--- config.mk ---
export PLATFORM = sky130hd
export DESIGN_NAME = mem_bridge_top
export DESIGN_NICKNAME = d
export VERILOG_FILES = /design/src/logic/mem_bridge_pkg.sv /design/src/logic/axi_read_engine.sv /design/src/logic/axi_write_engine.sv /design/src/logic/mem_bridge_top.sv /design/src/logic/reset_sequencer.sv /design/src/logic/wh_dma_rx.sv /design/src/logic/wh_dma_tx.sv
export SDC_FILE = /design/constraint.sdc
export NUM_CORES = 1
export LEC_CHECK = 0
export BUFFER_PORTS_ARGS = -buffer_cell sky130_fd_sc_hd__buf_2
export CORE_AREA = 3 3 111 113
export CTS_BUF_LIST = sky130_fd_sc_hd__clkbuf_16
export CTS_CLUSTER_DIAMETER = 40
export DETAILED_ROUTE_END_ITERATION = 10
export DIE_AREA = 0 0 114 116
export PLACE_DENSITY = 0.82
export SYNTH_ARGS = -nofsm -noshare
export SYNTH_HDL_FRONTEND = slang
export SYNTH_SLANG_ARGS = --single-unit
--- constraint.sdc ---
create_clock -name clk_i -period 3.5 [get_ports clk_i]
set_input_delay 0.35 -clock clk_i [delete_from_list [all_inputs] [get_ports clk_i]]
set_output_delay 0.35 -clock clk_i [all_outputs]
set_load 0.03 [all_outputs]
--- src/logic/mem_bridge_pkg.sv ---
package mem_bridge_pkg;

  // wormhole link
  localparam int flit_width_c = 32;
  localparam int cord_width_c = 8;
  localparam int len_width_c  = 4;
  localparam int cid_width_c  = 2;

  // dma and axi side
  localparam int dma_addr_width_c = 28;
  localparam int axi_addr_width_c = 32;
  localparam int axi_data_width_c = 32;
  localparam int axi_id_width_c   = 4;
  localparam int burst_len_c      = 4;

  // ruche factor of 2
  localparam int lg_ruche_factor_c = 1;

  localparam logic [1:0] axi_burst_incr_c = 2'b01;

  typedef struct packed {
    logic [cord_width_c-1:0] dest_cord;
    logic [len_width_c-1:0]  len;
    logic [cid_width_c-1:0]  cid;
    logic [cord_width_c-1:0] src_cord;
    logic                    write_not_read;
    logic [8:0]              padding;
  } wh_header_s;

  // same word seen as header or as payload
  typedef union packed {
    wh_header_s              header;
    logic [flit_width_c-1:0] data;
  } wh_flit_u;

  typedef struct packed {
    logic     valid;
    wh_flit_u data;
    logic     ready_and_rev;
  } wh_link_s;

  typedef struct packed {
    logic                        write_not_read;
    logic [dma_addr_width_c-1:0] addr;
  } dma_pkt_s;

  // shared by aw and ar
  typedef struct packed {
    logic [axi_id_width_c-1:0]   id;
    logic [axi_addr_width_c-1:0] addr;
    logic [7:0]                  len;
    logic [2:0]                  size;
    logic [1:0]                  burst;
  } axi_aw_s;

  typedef struct packed {
    logic [axi_data_width_c-1:0]     data;
    logic [axi_data_width_c/8-1:0]   strb;
    logic                            last;
  } axi_w_s;

  // also carries b, resp only
  typedef struct packed {
    logic [axi_data_width_c-1:0] data;
    logic [1:0]                  resp;
    logic                        last;
  } axi_r_s;

  // one cache block as a single incr burst
  function automatic axi_aw_s block_burst(input logic [dma_addr_width_c-1:0] addr);
    axi_aw_s aw;
    aw.id    = '0;
    aw.addr  = axi_addr_width_c'(addr);
    aw.len   = 8'(burst_len_c - 1);
    aw.size  = 3'($clog2(axi_data_width_c / 8));
    aw.burst = axi_burst_incr_c;
    return aw;
  endfunction

endpackage

--- src/logic/axi_read_engine.sv ---
module axi_read_engine
  (input clk_i
   , input rst_i

   , input mem_bridge_pkg::dma_pkt_s dma_pkt_i
   , input dma_pkt_v_i
   , output logic dma_pkt_yumi_o

   , output mem_bridge_pkg::axi_aw_s ar_o
   , output logic arvalid_o
   , input arready_i

   , input mem_bridge_pkg::axi_r_s r_i
   , input rvalid_i
   , output logic rready_o

   , output logic [mem_bridge_pkg::axi_data_width_c-1:0] dma_data_o
   , output logic dma_data_v_o
   , input dma_data_ready_i
  );

  localparam logic [1:0] idle_s = 2'd0;
  localparam logic [1:0] ar_s   = 2'd1;
  localparam logic [1:0] r_s    = 2'd2;

  logic [1:0]                                  state_r;
  logic [mem_bridge_pkg::dma_addr_width_c-1:0] addr_r;

  assign dma_pkt_yumi_o = (state_r == idle_s) & dma_pkt_v_i & ~dma_pkt_i.write_not_read;

  assign ar_o      = mem_bridge_pkg::block_burst(addr_r);
  assign arvalid_o = (state_r == ar_s);

  // r beats pass straight to the reply side
  assign dma_data_o   = r_i.data;
  assign dma_data_v_o = (state_r == r_s) & rvalid_i;
  assign rready_o     = (state_r == r_s) & dma_data_ready_i;

  always_ff @(posedge clk_i) begin
    if (rst_i) begin
      state_r <= idle_s;
    end else begin
      case (state_r)
        idle_s: begin
          if (dma_pkt_yumi_o) state_r <= ar_s;
        end
        ar_s: begin
          if (arready_i) state_r <= r_s;
        end
        default: begin
          if (rvalid_i && rready_o && r_i.last) state_r <= idle_s;
        end
      endcase
    end
  end

  always_ff @(posedge clk_i) begin
    if (dma_pkt_yumi_o) begin
      addr_r <= dma_pkt_i.addr;
    end
  end

endmodule

--- src/logic/axi_write_engine.sv ---
module axi_write_engine
  (input clk_i
   , input rst_i

   , input mem_bridge_pkg::dma_pkt_s dma_pkt_i
   , input dma_pkt_v_i
   , output logic dma_pkt_yumi_o

   , input [mem_bridge_pkg::axi_data_width_c-1:0] dma_data_i
   , input dma_data_v_i
   , output logic dma_data_yumi_o

   , output mem_bridge_pkg::axi_aw_s aw_o
   , output logic awvalid_o
   , input awready_i

   , output mem_bridge_pkg::axi_w_s w_o
   , output logic wvalid_o
   , input wready_i

   , input mem_bridge_pkg::axi_r_s b_i
   , input bvalid_i
   , output logic bready_o
  );

  localparam int cnt_width_lp = $clog2(mem_bridge_pkg::burst_len_c);

  localparam logic [1:0] idle_s = 2'd0;
  localparam logic [1:0] aw_s   = 2'd1;
  localparam logic [1:0] w_s    = 2'd2;
  localparam logic [1:0] b_s    = 2'd3;

  logic [1:0]                                  state_r;
  logic [cnt_width_lp-1:0]                     beat_r;
  logic [mem_bridge_pkg::dma_addr_width_c-1:0] addr_r;

  assign dma_pkt_yumi_o = (state_r == idle_s) & dma_pkt_v_i & dma_pkt_i.write_not_read;

  assign aw_o      = mem_bridge_pkg::block_burst(addr_r);
  assign awvalid_o = (state_r == aw_s);

  assign w_o.data = dma_data_i;
  assign w_o.strb = '1;
  assign w_o.last = (beat_r == cnt_width_lp'(mem_bridge_pkg::burst_len_c - 1));
  assign wvalid_o = (state_r == w_s) & dma_data_v_i;
  assign dma_data_yumi_o = wvalid_o & wready_i;

  // response is only waited on, slave errors are not retried
  assign bready_o = (state_r == b_s);

  always_ff @(posedge clk_i) begin
    if (rst_i) begin
      state_r <= idle_s;
      beat_r  <= '0;
    end else begin
      case (state_r)
        idle_s: begin
          if (dma_pkt_yumi_o) state_r <= aw_s;
        end
        aw_s: begin
          if (awready_i) state_r <= w_s;
        end
        w_s: begin
          if (dma_data_yumi_o) begin
            beat_r <= beat_r + cnt_width_lp'(1);
            if (w_o.last) state_r <= b_s;
          end
        end
        default: begin
          if (bvalid_i) state_r <= idle_s;
        end
      endcase
    end
  end

  always_ff @(posedge clk_i) begin
    if (dma_pkt_yumi_o) begin
      addr_r <= dma_pkt_i.addr;
    end
  end

endmodule

--- src/logic/mem_bridge_top.sv ---
module mem_bridge_top
  #(parameter int tag_cycles_p = 8
    , parameter int reset_depth_p = 3
    , parameter int ruche_lane_p = 1
    , parameter int lg_mem_size_p = 16
    , parameter int lg_num_vcaches_p = 2
  )
  (input clk_i
   , input rst_n_i
   , output logic tag_done_o

   , input mem_bridge_pkg::wh_link_s wh_link_i
   , output mem_bridge_pkg::wh_link_s wh_link_o

   , output mem_bridge_pkg::axi_aw_s aw_o
   , output logic awvalid_o
   , input awready_i

   , output mem_bridge_pkg::axi_w_s w_o
   , output logic wvalid_o
   , input wready_i

   , input mem_bridge_pkg::axi_r_s b_i
   , input bvalid_i
   , output logic bready_o

   , output mem_bridge_pkg::axi_aw_s ar_o
   , output logic arvalid_o
   , input arready_i

   , input mem_bridge_pkg::axi_r_s r_i
   , input rvalid_i
   , output logic rready_o
  );

  logic core_rst_lo;

  mem_bridge_pkg::dma_pkt_s dma_pkt_lo;
  logic dma_pkt_v_lo;
  logic wr_pkt_yumi_li;
  logic rd_pkt_yumi_li;

  logic [mem_bridge_pkg::axi_data_width_c-1:0] wr_data_lo;
  logic wr_data_v_lo;
  logic wr_data_yumi_li;

  logic [mem_bridge_pkg::axi_data_width_c-1:0] rd_data_lo;
  logic rd_data_v_lo;
  logic rd_data_ready_li;

  logic [mem_bridge_pkg::cord_width_c-1:0] reply_cord_lo;
  logic reply_v_lo;
  logic rx_ready_lo;
  mem_bridge_pkg::wh_link_s tx_link_lo;

  reset_sequencer #(
    .tag_cycles_p(tag_cycles_p)
    ,.reset_depth_p(reset_depth_p)
  ) seq (
    .clk_i(clk_i)
    ,.rst_n_i(rst_n_i)
    ,.tag_done_o(tag_done_o)
    ,.core_rst_o(core_rst_lo)
  );

  wh_dma_rx #(
    .ruche_lane_p(ruche_lane_p)
    ,.lg_mem_size_p(lg_mem_size_p)
    ,.lg_num_vcaches_p(lg_num_vcaches_p)
  ) rx (
    .clk_i(clk_i)
    ,.rst_i(core_rst_lo)
    ,.wh_in_i(wh_link_i)
    ,.wh_ready_o(rx_ready_lo)
    ,.dma_pkt_o(dma_pkt_lo)
    ,.dma_pkt_v_o(dma_pkt_v_lo)
    ,.dma_pkt_yumi_i(wr_pkt_yumi_li | rd_pkt_yumi_li)
    ,.dma_data_o(wr_data_lo)
    ,.dma_data_v_o(wr_data_v_lo)
    ,.dma_data_yumi_i(wr_data_yumi_li)
    ,.reply_cord_o(reply_cord_lo)
    ,.reply_v_o(reply_v_lo)
  );

  wh_dma_tx #(
    .ruche_lane_p(ruche_lane_p)
  ) tx (
    .clk_i(clk_i)
    ,.rst_i(core_rst_lo)
    ,.reply_cord_i(reply_cord_lo)
    ,.reply_v_i(reply_v_lo)
    ,.dma_data_i(rd_data_lo)
    ,.dma_data_v_i(rd_data_v_lo)
    ,.dma_data_ready_o(rd_data_ready_li)
    ,.wh_out_o(tx_link_lo)
    ,.wh_ready_i(wh_link_i.ready_and_rev)
  );

  // forward half from tx, reverse ready from rx
  assign wh_link_o.valid         = tx_link_lo.valid;
  assign wh_link_o.data          = tx_link_lo.data;
  assign wh_link_o.ready_and_rev = rx_ready_lo;

  axi_write_engine wr_eng (
    .clk_i(clk_i)
    ,.rst_i(core_rst_lo)
    ,.dma_pkt_i(dma_pkt_lo)
    ,.dma_pkt_v_i(dma_pkt_v_lo)
    ,.dma_pkt_yumi_o(wr_pkt_yumi_li)
    ,.dma_data_i(wr_data_lo)
    ,.dma_data_v_i(wr_data_v_lo)
    ,.dma_data_yumi_o(wr_data_yumi_li)
    ,.aw_o(aw_o)
    ,.awvalid_o(awvalid_o)
    ,.awready_i(awready_i)
    ,.w_o(w_o)
    ,.wvalid_o(wvalid_o)
    ,.wready_i(wready_i)
    ,.b_i(b_i)
    ,.bvalid_i(bvalid_i)
    ,.bready_o(bready_o)
  );

  axi_read_engine rd_eng (
    .clk_i(clk_i)
    ,.rst_i(core_rst_lo)
    ,.dma_pkt_i(dma_pkt_lo)
    ,.dma_pkt_v_i(dma_pkt_v_lo)
    ,.dma_pkt_yumi_o(rd_pkt_yumi_li)
    ,.ar_o(ar_o)
    ,.arvalid_o(arvalid_o)
    ,.arready_i(arready_i)
    ,.r_i(r_i)
    ,.rvalid_i(rvalid_i)
    ,.rready_o(rready_o)
    ,.dma_data_o(rd_data_lo)
    ,.dma_data_v_o(rd_data_v_lo)
    ,.dma_data_ready_i(rd_data_ready_li)
  );

endmodule

--- src/logic/reset_sequencer.sv ---
module reset_sequencer
  #(parameter int tag_cycles_p = 8
    , parameter int reset_depth_p = 3
  )
  (input clk_i
   , input rst_n_i
   , output logic tag_done_o
   , output logic core_rst_o
  );

  localparam int cnt_width_lp = $clog2(tag_cycles_p + 1);

  logic [cnt_width_lp-1:0]  tag_cnt_r;
  logic [reset_depth_p-1:0] rst_chain_r;

  // tag programming window
  always_ff @(posedge clk_i) begin
    if (!rst_n_i) begin
      tag_cnt_r  <= '0;
      tag_done_o <= 1'b0;
    end else begin
      if (tag_cnt_r != cnt_width_lp'(tag_cycles_p)) begin
        tag_cnt_r <= tag_cnt_r + cnt_width_lp'(1);
      end
      tag_done_o <= (tag_cnt_r == cnt_width_lp'(tag_cycles_p));
    end
  end

  // core reset trails tag done
  always_ff @(posedge clk_i) begin
    if (!rst_n_i) begin
      rst_chain_r <= '1;
    end else begin
      rst_chain_r <= (rst_chain_r << 1) | reset_depth_p'(!tag_done_o);
    end
  end

  assign core_rst_o = rst_chain_r[reset_depth_p-1];

endmodule

--- src/logic/wh_dma_rx.sv ---
module wh_dma_rx
  #(parameter int ruche_lane_p = 1
    , parameter int lg_mem_size_p = 16
    , parameter int lg_num_vcaches_p = 2
  )
  (input clk_i
   , input rst_i

   , input mem_bridge_pkg::wh_link_s wh_in_i
   , output logic wh_ready_o

   , output mem_bridge_pkg::dma_pkt_s dma_pkt_o
   , output logic dma_pkt_v_o
   , input dma_pkt_yumi_i

   , output logic [mem_bridge_pkg::axi_data_width_c-1:0] dma_data_o
   , output logic dma_data_v_o
   , input dma_data_yumi_i

   , output logic [mem_bridge_pkg::cord_width_c-1:0] reply_cord_o
   , output logic reply_v_o
  );

  localparam bit invert_lp = (ruche_lane_p % 2) == 1;
  localparam int pad_width_lp =
    mem_bridge_pkg::dma_addr_width_c - lg_num_vcaches_p - lg_mem_size_p;
  localparam int cnt_width_lp = $clog2(mem_bridge_pkg::burst_len_c);

  localparam logic [2:0] idle_s = 3'd0;
  localparam logic [2:0] hdr_s  = 3'd1;
  localparam logic [2:0] addr_s = 3'd2;
  localparam logic [2:0] pkt_s  = 3'd3;
  localparam logic [2:0] data_s = 3'd4;

  logic [2:0]                              state_r;
  logic [cnt_width_lp-1:0]                 beat_r;
  logic [mem_bridge_pkg::cord_width_c-1:0] src_cord_r;
  mem_bridge_pkg::dma_pkt_s                pkt_r;
  mem_bridge_pkg::wh_flit_u                flit;
  logic                                    flit_fire;

  // odd lanes arrive inverted
  assign flit.data = wh_in_i.data.data ^ {mem_bridge_pkg::flit_width_c{invert_lp}};

  assign wh_ready_o = (state_r == hdr_s) | (state_r == addr_s)
                    | ((state_r == data_s) & dma_data_yumi_i);
  assign flit_fire  = wh_in_i.valid & wh_ready_o;

  assign dma_pkt_o    = pkt_r;
  assign dma_pkt_v_o  = (state_r == pkt_s);
  assign dma_data_o   = flit.data;
  assign dma_data_v_o = (state_r == data_s) & wh_in_i.valid;

  assign reply_cord_o = src_cord_r;
  assign reply_v_o    = (state_r == pkt_s) & dma_pkt_yumi_i & ~pkt_r.write_not_read;

  always_ff @(posedge clk_i) begin
    if (rst_i) begin
      state_r <= idle_s;
      beat_r  <= '0;
    end else begin
      case (state_r)
        idle_s: begin
          state_r <= hdr_s;
        end
        hdr_s: begin
          if (flit_fire) state_r <= addr_s;
        end
        addr_s: begin
          if (flit_fire) state_r <= pkt_s;
        end
        pkt_s: begin
          if (dma_pkt_yumi_i) state_r <= pkt_r.write_not_read ? data_s : hdr_s;
        end
        data_s: begin
          if (flit_fire) begin
            beat_r <= beat_r + cnt_width_lp'(1);
            if (beat_r == cnt_width_lp'(mem_bridge_pkg::burst_len_c - 1)) begin
              state_r <= hdr_s;
            end
          end
        end
        default: begin
          state_r <= idle_s;
        end
      endcase
    end
  end

  // header fields, then remapped address
  always_ff @(posedge clk_i) begin
    if (flit_fire && state_r == hdr_s) begin
      src_cord_r           <= flit.header.src_cord;
      pkt_r.write_not_read <= flit.header.write_not_read;
    end
    if (flit_fire && state_r == addr_s) begin
      pkt_r.addr <= {{pad_width_lp{1'b0}},
                     src_cord_r[mem_bridge_pkg::lg_ruche_factor_c +: lg_num_vcaches_p],
                     flit.data[lg_mem_size_p-1:0]};
    end
  end

endmodule

--- src/logic/wh_dma_tx.sv ---
module wh_dma_tx
  #(parameter int ruche_lane_p = 1)
  (input clk_i
   , input rst_i

   , input [mem_bridge_pkg::cord_width_c-1:0] reply_cord_i
   , input reply_v_i

   , input [mem_bridge_pkg::axi_data_width_c-1:0] dma_data_i
   , input dma_data_v_i
   , output logic dma_data_ready_o

   , output mem_bridge_pkg::wh_link_s wh_out_o
   , input wh_ready_i
  );

  localparam bit invert_lp = (ruche_lane_p % 2) == 1;
  localparam int cnt_width_lp = $clog2(mem_bridge_pkg::burst_len_c);

  localparam logic [1:0] idle_s = 2'd0;
  localparam logic [1:0] hdr_s  = 2'd1;
  localparam logic [1:0] data_s = 2'd2;

  logic [1:0]                              state_r;
  logic [cnt_width_lp-1:0]                 beat_r;
  logic [mem_bridge_pkg::cord_width_c-1:0] cord_r;
  mem_bridge_pkg::wh_flit_u                flit;
  logic                                    flit_fire;

  always_comb begin
    if (state_r == hdr_s) begin
      flit.header = '{dest_cord: cord_r,
                      len: mem_bridge_pkg::len_width_c'(mem_bridge_pkg::burst_len_c),
                      default: '0};
    end else begin
      flit.data = dma_data_i;
    end
  end

  assign wh_out_o.valid     = (state_r == hdr_s) | ((state_r == data_s) & dma_data_v_i);
  assign wh_out_o.data.data = flit.data ^ {mem_bridge_pkg::flit_width_c{invert_lp}};
  // reverse ready of this link comes from the rx side
  assign wh_out_o.ready_and_rev = 1'b0;

  assign flit_fire        = wh_out_o.valid & wh_ready_i;
  assign dma_data_ready_o = (state_r == data_s) & wh_ready_i;

  always_ff @(posedge clk_i) begin
    if (rst_i) begin
      state_r <= idle_s;
      beat_r  <= '0;
    end else begin
      case (state_r)
        idle_s: begin
          // first read beat waiting
          if (dma_data_v_i) state_r <= hdr_s;
        end
        hdr_s: begin
          if (flit_fire) state_r <= data_s;
        end
        default: begin
          if (flit_fire) begin
            beat_r <= beat_r + cnt_width_lp'(1);
            if (beat_r == cnt_width_lp'(mem_bridge_pkg::burst_len_c - 1)) begin
              state_r <= idle_s;
            end
          end
        end
      endcase
    end
  end

  always_ff @(posedge clk_i) begin
    if (reply_v_i) begin
      cord_r <= reply_cord_i;
    end
  end

endmodule

======== Word level (Yosys, flattened, before mapping) ========
Cells that the tools add are included.
word-level totals
  word-level logic and storage cells ...... 118
  register bits after elaboration ......... 94
  input port bits ......................... 111
  output and inout port bits .............. 175
cells by class
  multiplexer cells ....................... 23
  add/subtract/negate cells ............... 4
  bitwise logic cells ..................... 25
  reductions and logical operators ........ 21
  equality and inequality tests ........... 29
operators by type and width
  cell                   count
  $not A32 Y32           2
  $mux W32               1
  $mux W2                12
  $mux W3                6
  $and A1 B1 Y1          16
  $pmux W3 S5            1
  $eq A2 B2 Y1 const B   7
  $ne A2 B1 Y1 const B   7
  $ne A2 B2 Y1 const B   6
  $reduce_and A5 Y1      2
  $pmux W2 S2            2
  $add A2 B1 Y2 const B  3
  $eq A2 B1 Y1 const B   3
  $eq A3 B2 Y1 const B   2
  $logic_not A2 Y1       3
  $pmux W2 S3            1
  $reduce_and A2 Y1      3
  $reduce_bool A3 Y1     2
  $add A4 B1 Y4 const B  1
  $eq A4 B4 Y1 const B   1
  $logic_and A1 B1 Y1    4
  $ne A4 B4 Y1 const B   1
  $or A1 B1 Y1           4
  $reduce_and A4 Y1      1
  10 further kinds       11

======== Logic depth before layout (Yosys ltp) ========
Gate-level depths: netlist of run 1.
  word-level depth ........................ 9
  mapped depth ............................ 6
  mapped depth without buffers ............ 6

======== Cells and area by module ========
Synthesis of run 1 repeated with hierarchy kept, for this count alone.
unflattened totals
  cell total of the unflattened synthesis .. 429
  area, all modules ....................... 5307.6 µm²
by module, submodules not included
  module            cells an instance  seq. area each (µm²)  instances  area each (µm²)
  axi_write_engine  120                920.9                 1          1564.0
  axi_read_engine   95                 880.8                 1          1378.8
  wh_dma_rx         114                910.9                 1          1360.1
  wh_dma_tx         69                 320.3                 1          684.4
  reset_sequencer   29                 160.2                 1          306.5
  mem_bridge_top    2                  0.0                   1          13.8

======== Least setup slack after synthesis of run 1 ========
OpenSTA, ideal clock, no wires.
  path kind ............................... register to register
  from .................................... reg rx.pkt_r, in the netlist rx.dma_pkt_o[28]
  to ...................................... reg rd_eng.addr_r[0] in the netlist's numbering (enable)
  arrival time ............................ 1506 ps
  path buffers ............................ 0
  path slack .............................. 1598 ps
  cell stages (with the launch flop) ...... 3
  library setup time ...................... 396 ps
  required time ........................... 3104 ps
  clock period less this slack ............ 1902 ps
  cells stage by stage .................... edfxtp_1 > nor3_1 > nor2b_1
on the way
  longest elaborated chain between the ends .. 2
ends and longest elaborated chain
  item                             RTL line               source
  start, declared                  wh_dma_rx.sv:38        mem_bridge_pkg::dma_pkt_s pkt_r;
  $not A1 Y1                       axi_read_engine.sv:29  assign dma_pkt_yumi_o = (state_r == idle_s) & dma_pkt_v_i & ~dma_pkt_i.write_not_read;
  $and A1 B1 Y1                    axi_read_engine.sv:29
  named net rd_eng.dma_pkt_yumi_o  axi_read_engine.sv:7   , output logic dma_pkt_yumi_o
  end signal, assigned             axi_read_engine.sv:59  addr_r <= dma_pkt_i.addr;
  end, declared                    axi_read_engine.sv:27  logic [mem_bridge_pkg::dma_addr_width_c-1:0] addr_r;
The timed path passes the listed nets, and every way through them passes these cells.
A chain may end at the register's enable or synchronous reset.

==> flow_summary.ini, run 1 <==
[die]
die_area_um2 = 13220
io_pins = 286
core_um2 = 11420
row_count = 39
initial_core_util = 0.3709
fp.dieH_um = 116
dieWidth_um = 114

[logic_synthesis]
yosysSeqAreaShare = 0.6121
ys_ff_latch = 94
synth_cell_types = 39
async_flop_share = 0
mappedNetlistArea_um2 = 4235
synth_flop_cell = edfxtp_1
netlist_instances = 352
synth-edff-count = 71
yosys_warnings = 0
avgSynthCellArea_um2 = 12.03

[cts]
clkLatencyLatePin_ns = 0.33
ctsHoldBuffers = 0
clock_path_buffers = 2
cts_resized = 0
cts_made_buffers = 9
clkSinkCount = 94
htree_levels = 3
tritoncts = built
root_buffer = clkbuf_16
post_cts_buffers = 0
clkTransAtPathRegs_ns = 0.07

[final_layout]
n_antenna_cell = 0
final_cell_mix = 182 x buf_2, 71 x edfxtp_1, 66 x conb_1, 41 x inv_1, 36 x nand2_1
ff_latch_area_um2 = 2592
multi_input_area_um2 = 1187
nets = 655
fin_area_um2 = 5334
area_growth_pct = 25.94
drive_above_1_share = 0.3944
layout_commonest_cell = buf_2
nFillCells = 1064

[drt]
viasPerCell = 4.145
drtIter0Drc = 105
routedWlPerCell_um = 12.98
drc_errors = 0
vias = 2831
wl_um = 8868
ant_nets = 0
drt_pass1_iterations = 4

[grt]
grt_max_degree = 23
grt_overflow = 0
grt_usage = 0.1217
antenna_found_initial = 0
grt_pass1_wl_um = 12540
grt_pass1_vias = 2575

[timing]
maxSlewViolCount = 0
fmax_mhz = 421.5
hold_viol = 0
max_slew_margin = 0.2988
fin_worst_skew_ns = 0.009252
finalSetupViolCount = 0
worstMarginPinSlew_ns = 1.047
fin_setup_tns_ns = 0
post-route-min-period_ns = 2.372
finalCritPeriodShare = 0.6778
rsz0062_at_grt = no

[pwr]
p_leak_nw = 2.589
power_density_nw_per_um2 = 453.4
ir_drop_uv = 212.7

[placed_design]
place.gp.congestion = 0.8983
io_buffers = 182
dp_hpwl_um = 7100
place_area_um2 = 5039

[critical_path]
cp.required_ns = 3.15
end_kind = output port
critical_path_class = flip-flop to output port
arrival_ns = 2.02
crit_path_start_kind = flip-flop
cp_max_fo = 22

[min_path]
worstHoldPathType = input port to flip-flop

[outcome]
status = completed

[flow_run]
timing.max_cap.violations = 0
## routing by layer
metal | vias to the layer above | track usage | wire, um
li1 | 1391 | - | -
met1 | 1309 | 0.1427 | 3369
met2 | 124 | 0.2194 | 4747
met3 | 7 | 0.02872 | 700
met4 | 0 | 0.04038 | 52
met5 | - | 0 | 0
## synth_stat cells (all sizes together), types with 3 or more instances
cell type	instances	area share
buf	73	0.13
edfxtp	71	0.50
inv	41	0.036
nand2	36	0.032
dfxtp	23	0.11
nor2	18	0.018
mux2i	14	0.033
ha	9	0.027
o21ai	8	0.011
a21oi	7	0.0083
nand2b	7	0.010
nand3	6	0.0083
nor2b	6	0.011
and2	5	0.0074
xnor2	5	0.010
clkbuf	3	0.0035
nor3	3	0.0047
## through the flow
| step | util | total power [W] | setup slack (ns) | hold WS, ns | instances |
|---|---|---|---|---|---|
| after floorplan | - | 0.001472 | 1.598 | 0.3863 | 416 |
| after global placement | 0.4413 | 0.001500 | 1.514 | 0.3636 | 667 |
| after detailed placement | 0.4413 | 0.001503 | 1.452 | 0.3696 | 667 |
| after CTS | 0.4671 | 0.002452 | 1.100 | 0.1999 | 683 |
| after global routing | 0.4671 | 0.002510 | 0.9880 | 0.2111 | 683 |
| final | 0.4671 | 0.002418 | 1.128 | 0.2151 | 683 |
## worst paths after layout
kind	to	start	slack, ns	depth (start not counted)
max reg2reg	rx.state_r[0]	rx.state_r[1]	1.48	4
max	wh_link_o[21]	tx.state_r[1]	1.13	4
min reg2reg	seq.rst_chain_r[0]	seq.tag_done_o	0.38	1
min	rd_eng.state_r[1]	r_i[0]	0.22	2
## power breakdown
group | switching [W] | internal [W] | leakage [nW] | total, W
Combinational | 0.000221 | 0.0000655 | 1.62 | 0.000287
Sequential | 0.00000342 | 0.00119 | 0.824 | 0.00119
Clock | 0.000434 | 0.000505 | 0.144 | 0.000939
Total | 0.000658 | 0.00176 | 2.59 | 0.00242
## cell type report
class / count / share of cell area
sequential: 94 / 0.4860
multi-input combinational: 205 / 0.2226
timing repair buffer: 184 / 0.1736
clock buffer: 9 / 0.04222
tap: 143 / 0.03354
inverter: 41 / 0.02885
clock inverter: 7 / 0.01314
## registers in the layout (all words and copies together) (netlist names), 3 cells and up
signal           count
seq.tag_cnt_r        4
tx.cord_r            8
wr_eng.addr_r       18
rx.reply_cord_o      8
seq.rst_chain_r      3
rx.state_r           3
rd_eng.addr_r       18
rx.dma_pkt_o        19
## critical path, stage by stage, from the launching register on
cell and delay, ns:
dfxtp_1 0.38, nand2b_1 0.76, buf_4 0.29, nand2_1 0.08, buf_2 0.18
## cell families (layout without fill, tap and decap cells)
group | Yosys count | count (layout) | share of synthesized area
buffers and inverters | 117 | 241 | 0.1675
DFF | 94 | 94 | 0.6121
and+or+nand+nor | 91 | 91 | 0.1188
muxes | 14 | 14 | 0.03309
AOI/OAI and AO/OA | 20 | 20 | 0.02983
xor gates and xnor gates | 5 | 5 | 0.01034
adders and majority gates | 9 | 9 | 0.02659
other | 2 | 66 | 0.001773
Note: power is estimated with default switching activity, not from simulation.
==> inputs of run 2 (changes only) <==
--- a/config.mk
+++ b/config.mk
@@ -6,12 +6,12 @@
 export NUM_CORES = 1
 export LEC_CHECK = 0
 export BUFFER_PORTS_ARGS = -buffer_cell sky130_fd_sc_hd__buf_2
-export CORE_AREA = 3 3 111 113
+export CORE_MARGIN = 3
+export CORE_UTILIZATION = 38
 export CTS_BUF_LIST = sky130_fd_sc_hd__clkbuf_16
 export CTS_CLUSTER_DIAMETER = 40
 export DETAILED_ROUTE_END_ITERATION = 10
-export DIE_AREA = 0 0 114 116
-export PLACE_DENSITY = 0.82
+export PLACE_DENSITY = 0.87
 export SYNTH_ARGS = -nofsm -noshare
 export SYNTH_HDL_FRONTEND = slang
 export SYNTH_SLANG_ARGS = --single-unit
==> constraint.sdc (replaced) <==
create_clock -name clk_i -period 2.1 [get_ports clk_i]
set_input_delay 0.21 -clock clk_i [delete_from_list [all_inputs] [get_ports clk_i]]
set_output_delay 0.21 -clock clk_i [all_outputs]
set_load 0.03 [all_outputs]
==> run 2 against run 1 <==
- utilization increased by 4.0 points
- cell count decreased by 0.29%
- sequential power increased by 67%
- critical path type unchanged
- critical path depth increased by 2
- critical endpoint is now wh_link_o[0]
==> flow_summary.ini, run 2 (synthesis gave the netlist of run 1 again) <==
[drt]
drc_errors = 0
viasPerCell = 4.209
ant_nets = 0
routedWlPerCell_um = 13.59
vias = 2866
drtIter0Drc = 135
wl_um = 9255
drt_pass1_iterations = 4

[placed_design]
dp_slack_ns = 0.4529
io_buffers = 182
place.gp.congestion = 0.7764
dp_hpwl_um = 7396

[pwr]
ir_drop_uv = 450.6
power_density_nw_per_um2 = 753.6
p_leak_nw = 2.618

[grt]
grt_pass1_wl_um = 13970
grt_pass1_vias = 2786
grt_overflow = 0
grt_usage = 0.1399
antenna_found_initial = 0
grt_max_degree = 27

[final_layout]
area_growth_pct = 27.03
fin_util = 0.5075
n_antenna_cell = 0
nets = 660
final_cell_mix = 182 x buf_2, 71 x edfxtp_1, 66 x conb_1, 41 x inv_1, 36 x nand2_1
largest_reg_flops = 19
layout_commonest_cell = buf_2
drive_above_1_share = 0.4018

[critical_path]
crit_path_start_kind = flip-flop
critical_path_class = flip-flop to output port
arrival_ns = 1.67
cp.required_ns = 1.89
end_kind = output port
cp_max_fo = 7

[min_path]
worstHoldPathType = input port to flip-flop

[cts]
root_buffer = clkbuf_16
clkSinkCount = 94
clkTransAtPathRegs_ns = 0.07
post_cts_buffers = 0
cts_made_buffers = 9
clkLatencyLatePin_ns = 0.33
htree_levels = 3
clock_path_buffers = 2
tritoncts = built

[die]
dieWidth_um = 111.6
fp.dieH_um = 111.6
row_count = 37
core_um2 = 10600
initial_core_util = 0.3995
io_pins = 286
die_area_um2 = 12450

[timing]
maxSlewViolCount = 0
fin_setup_tns_ns = 0
fin_worst_skew_ns = 0.007297
hold_viol = 0
worstMarginPinSlew_ns = 0.6121
fmax_mhz = 531.3
fin_ws_ns = 0.2178
finalCritPeriodShare = 0.8963
max_slew_margin = 0.5914
finalSetupViolCount = 0
post-route-min-period_ns = 1.882
rsz0062_at_grt = no

[flow_run]
timing.max_cap.violations = 0

[outcome]
status = completed
-- run 2: final cells by class --
type	instances	area [um^2]
fillers	970	5221
inverters	41	153.9
repair buffers	189	963.4
clock buffers	9	225.2
clock inverters	7	75.07
flip-flops and latches	94	2592
multi-input cells	205	1200
well taps	136	170.2
-- run 2: final timing paths --
kind / from / end / slack [ns] / cells past startpoint
setup reg to reg: wr_eng.state_r[0] / wr_eng.addr_r[10] / 0.39 / 6
setup / recovery: wr_eng.state_r[0] / wh_link_o[0] / 0.22 / 6
hold reg to reg: seq.tag_done_o / seq.rst_chain_r[0] / 0.39 / 1
hold / removal: r_i[0] / rd_eng.state_r[1] / 0.07 / 2
-- run 2: metrics by stage --
step	power (W)	hold slack [ns]	cell area, um^2	std cells
floorplan	0.002454	0.2800	4476	416
global placement	0.002504	0.3615	5067	665
detailed placement	0.002511	0.3779	5067	665
CTS	0.004106	0.05398	5368	681
global route	0.004220	0.06874	5380	681
finish	0.004054	0.06535	5380	681
-- run 2: power breakdown --
group | total [W] | internal, W | leakage [nW] | switching, W
combinational | 0.000482 | 0.000110 | 1.65 | 0.000372
sequential | 0.00199 | 0.00198 | 0.824 | 0.00000571
clock | 0.00158 | 0.000844 | 0.145 | 0.000740
total | 0.00405 | 0.00294 | 2.62 | 0.00112
-- run 2: metal layers --
| layer | up-vias | global-route usage | share of wire |
|---|---|---|---|
| met5 | - | 0 | 0 |
| met3 | 8 | 0.03478 | 0.067 |
| li1 | 1399 | - | - |
| met2 | 118 | 0.2549 | 0.53 |
| met4 | 0 | 0.03731 | 0.0079 |
| met1 | 1341 | 0.1641 | 0.39 |
-- run 2: worst max-delay path, stage by stage (launching register included) --
cell and delay [ns]:
dfxtp_1 0.34, inv_1 0.14, ha_4 0.19, nand3_1 0.10, nor3b_1 0.23, o31a_1 0.14
buf_2 0.19
-- run 2: timing repair --
item	CTS	global route
hold buffers	0	0
hold endpoints to repair	0	0
endpoints found under the setup margin	0	1
gates resized for setup	0	2
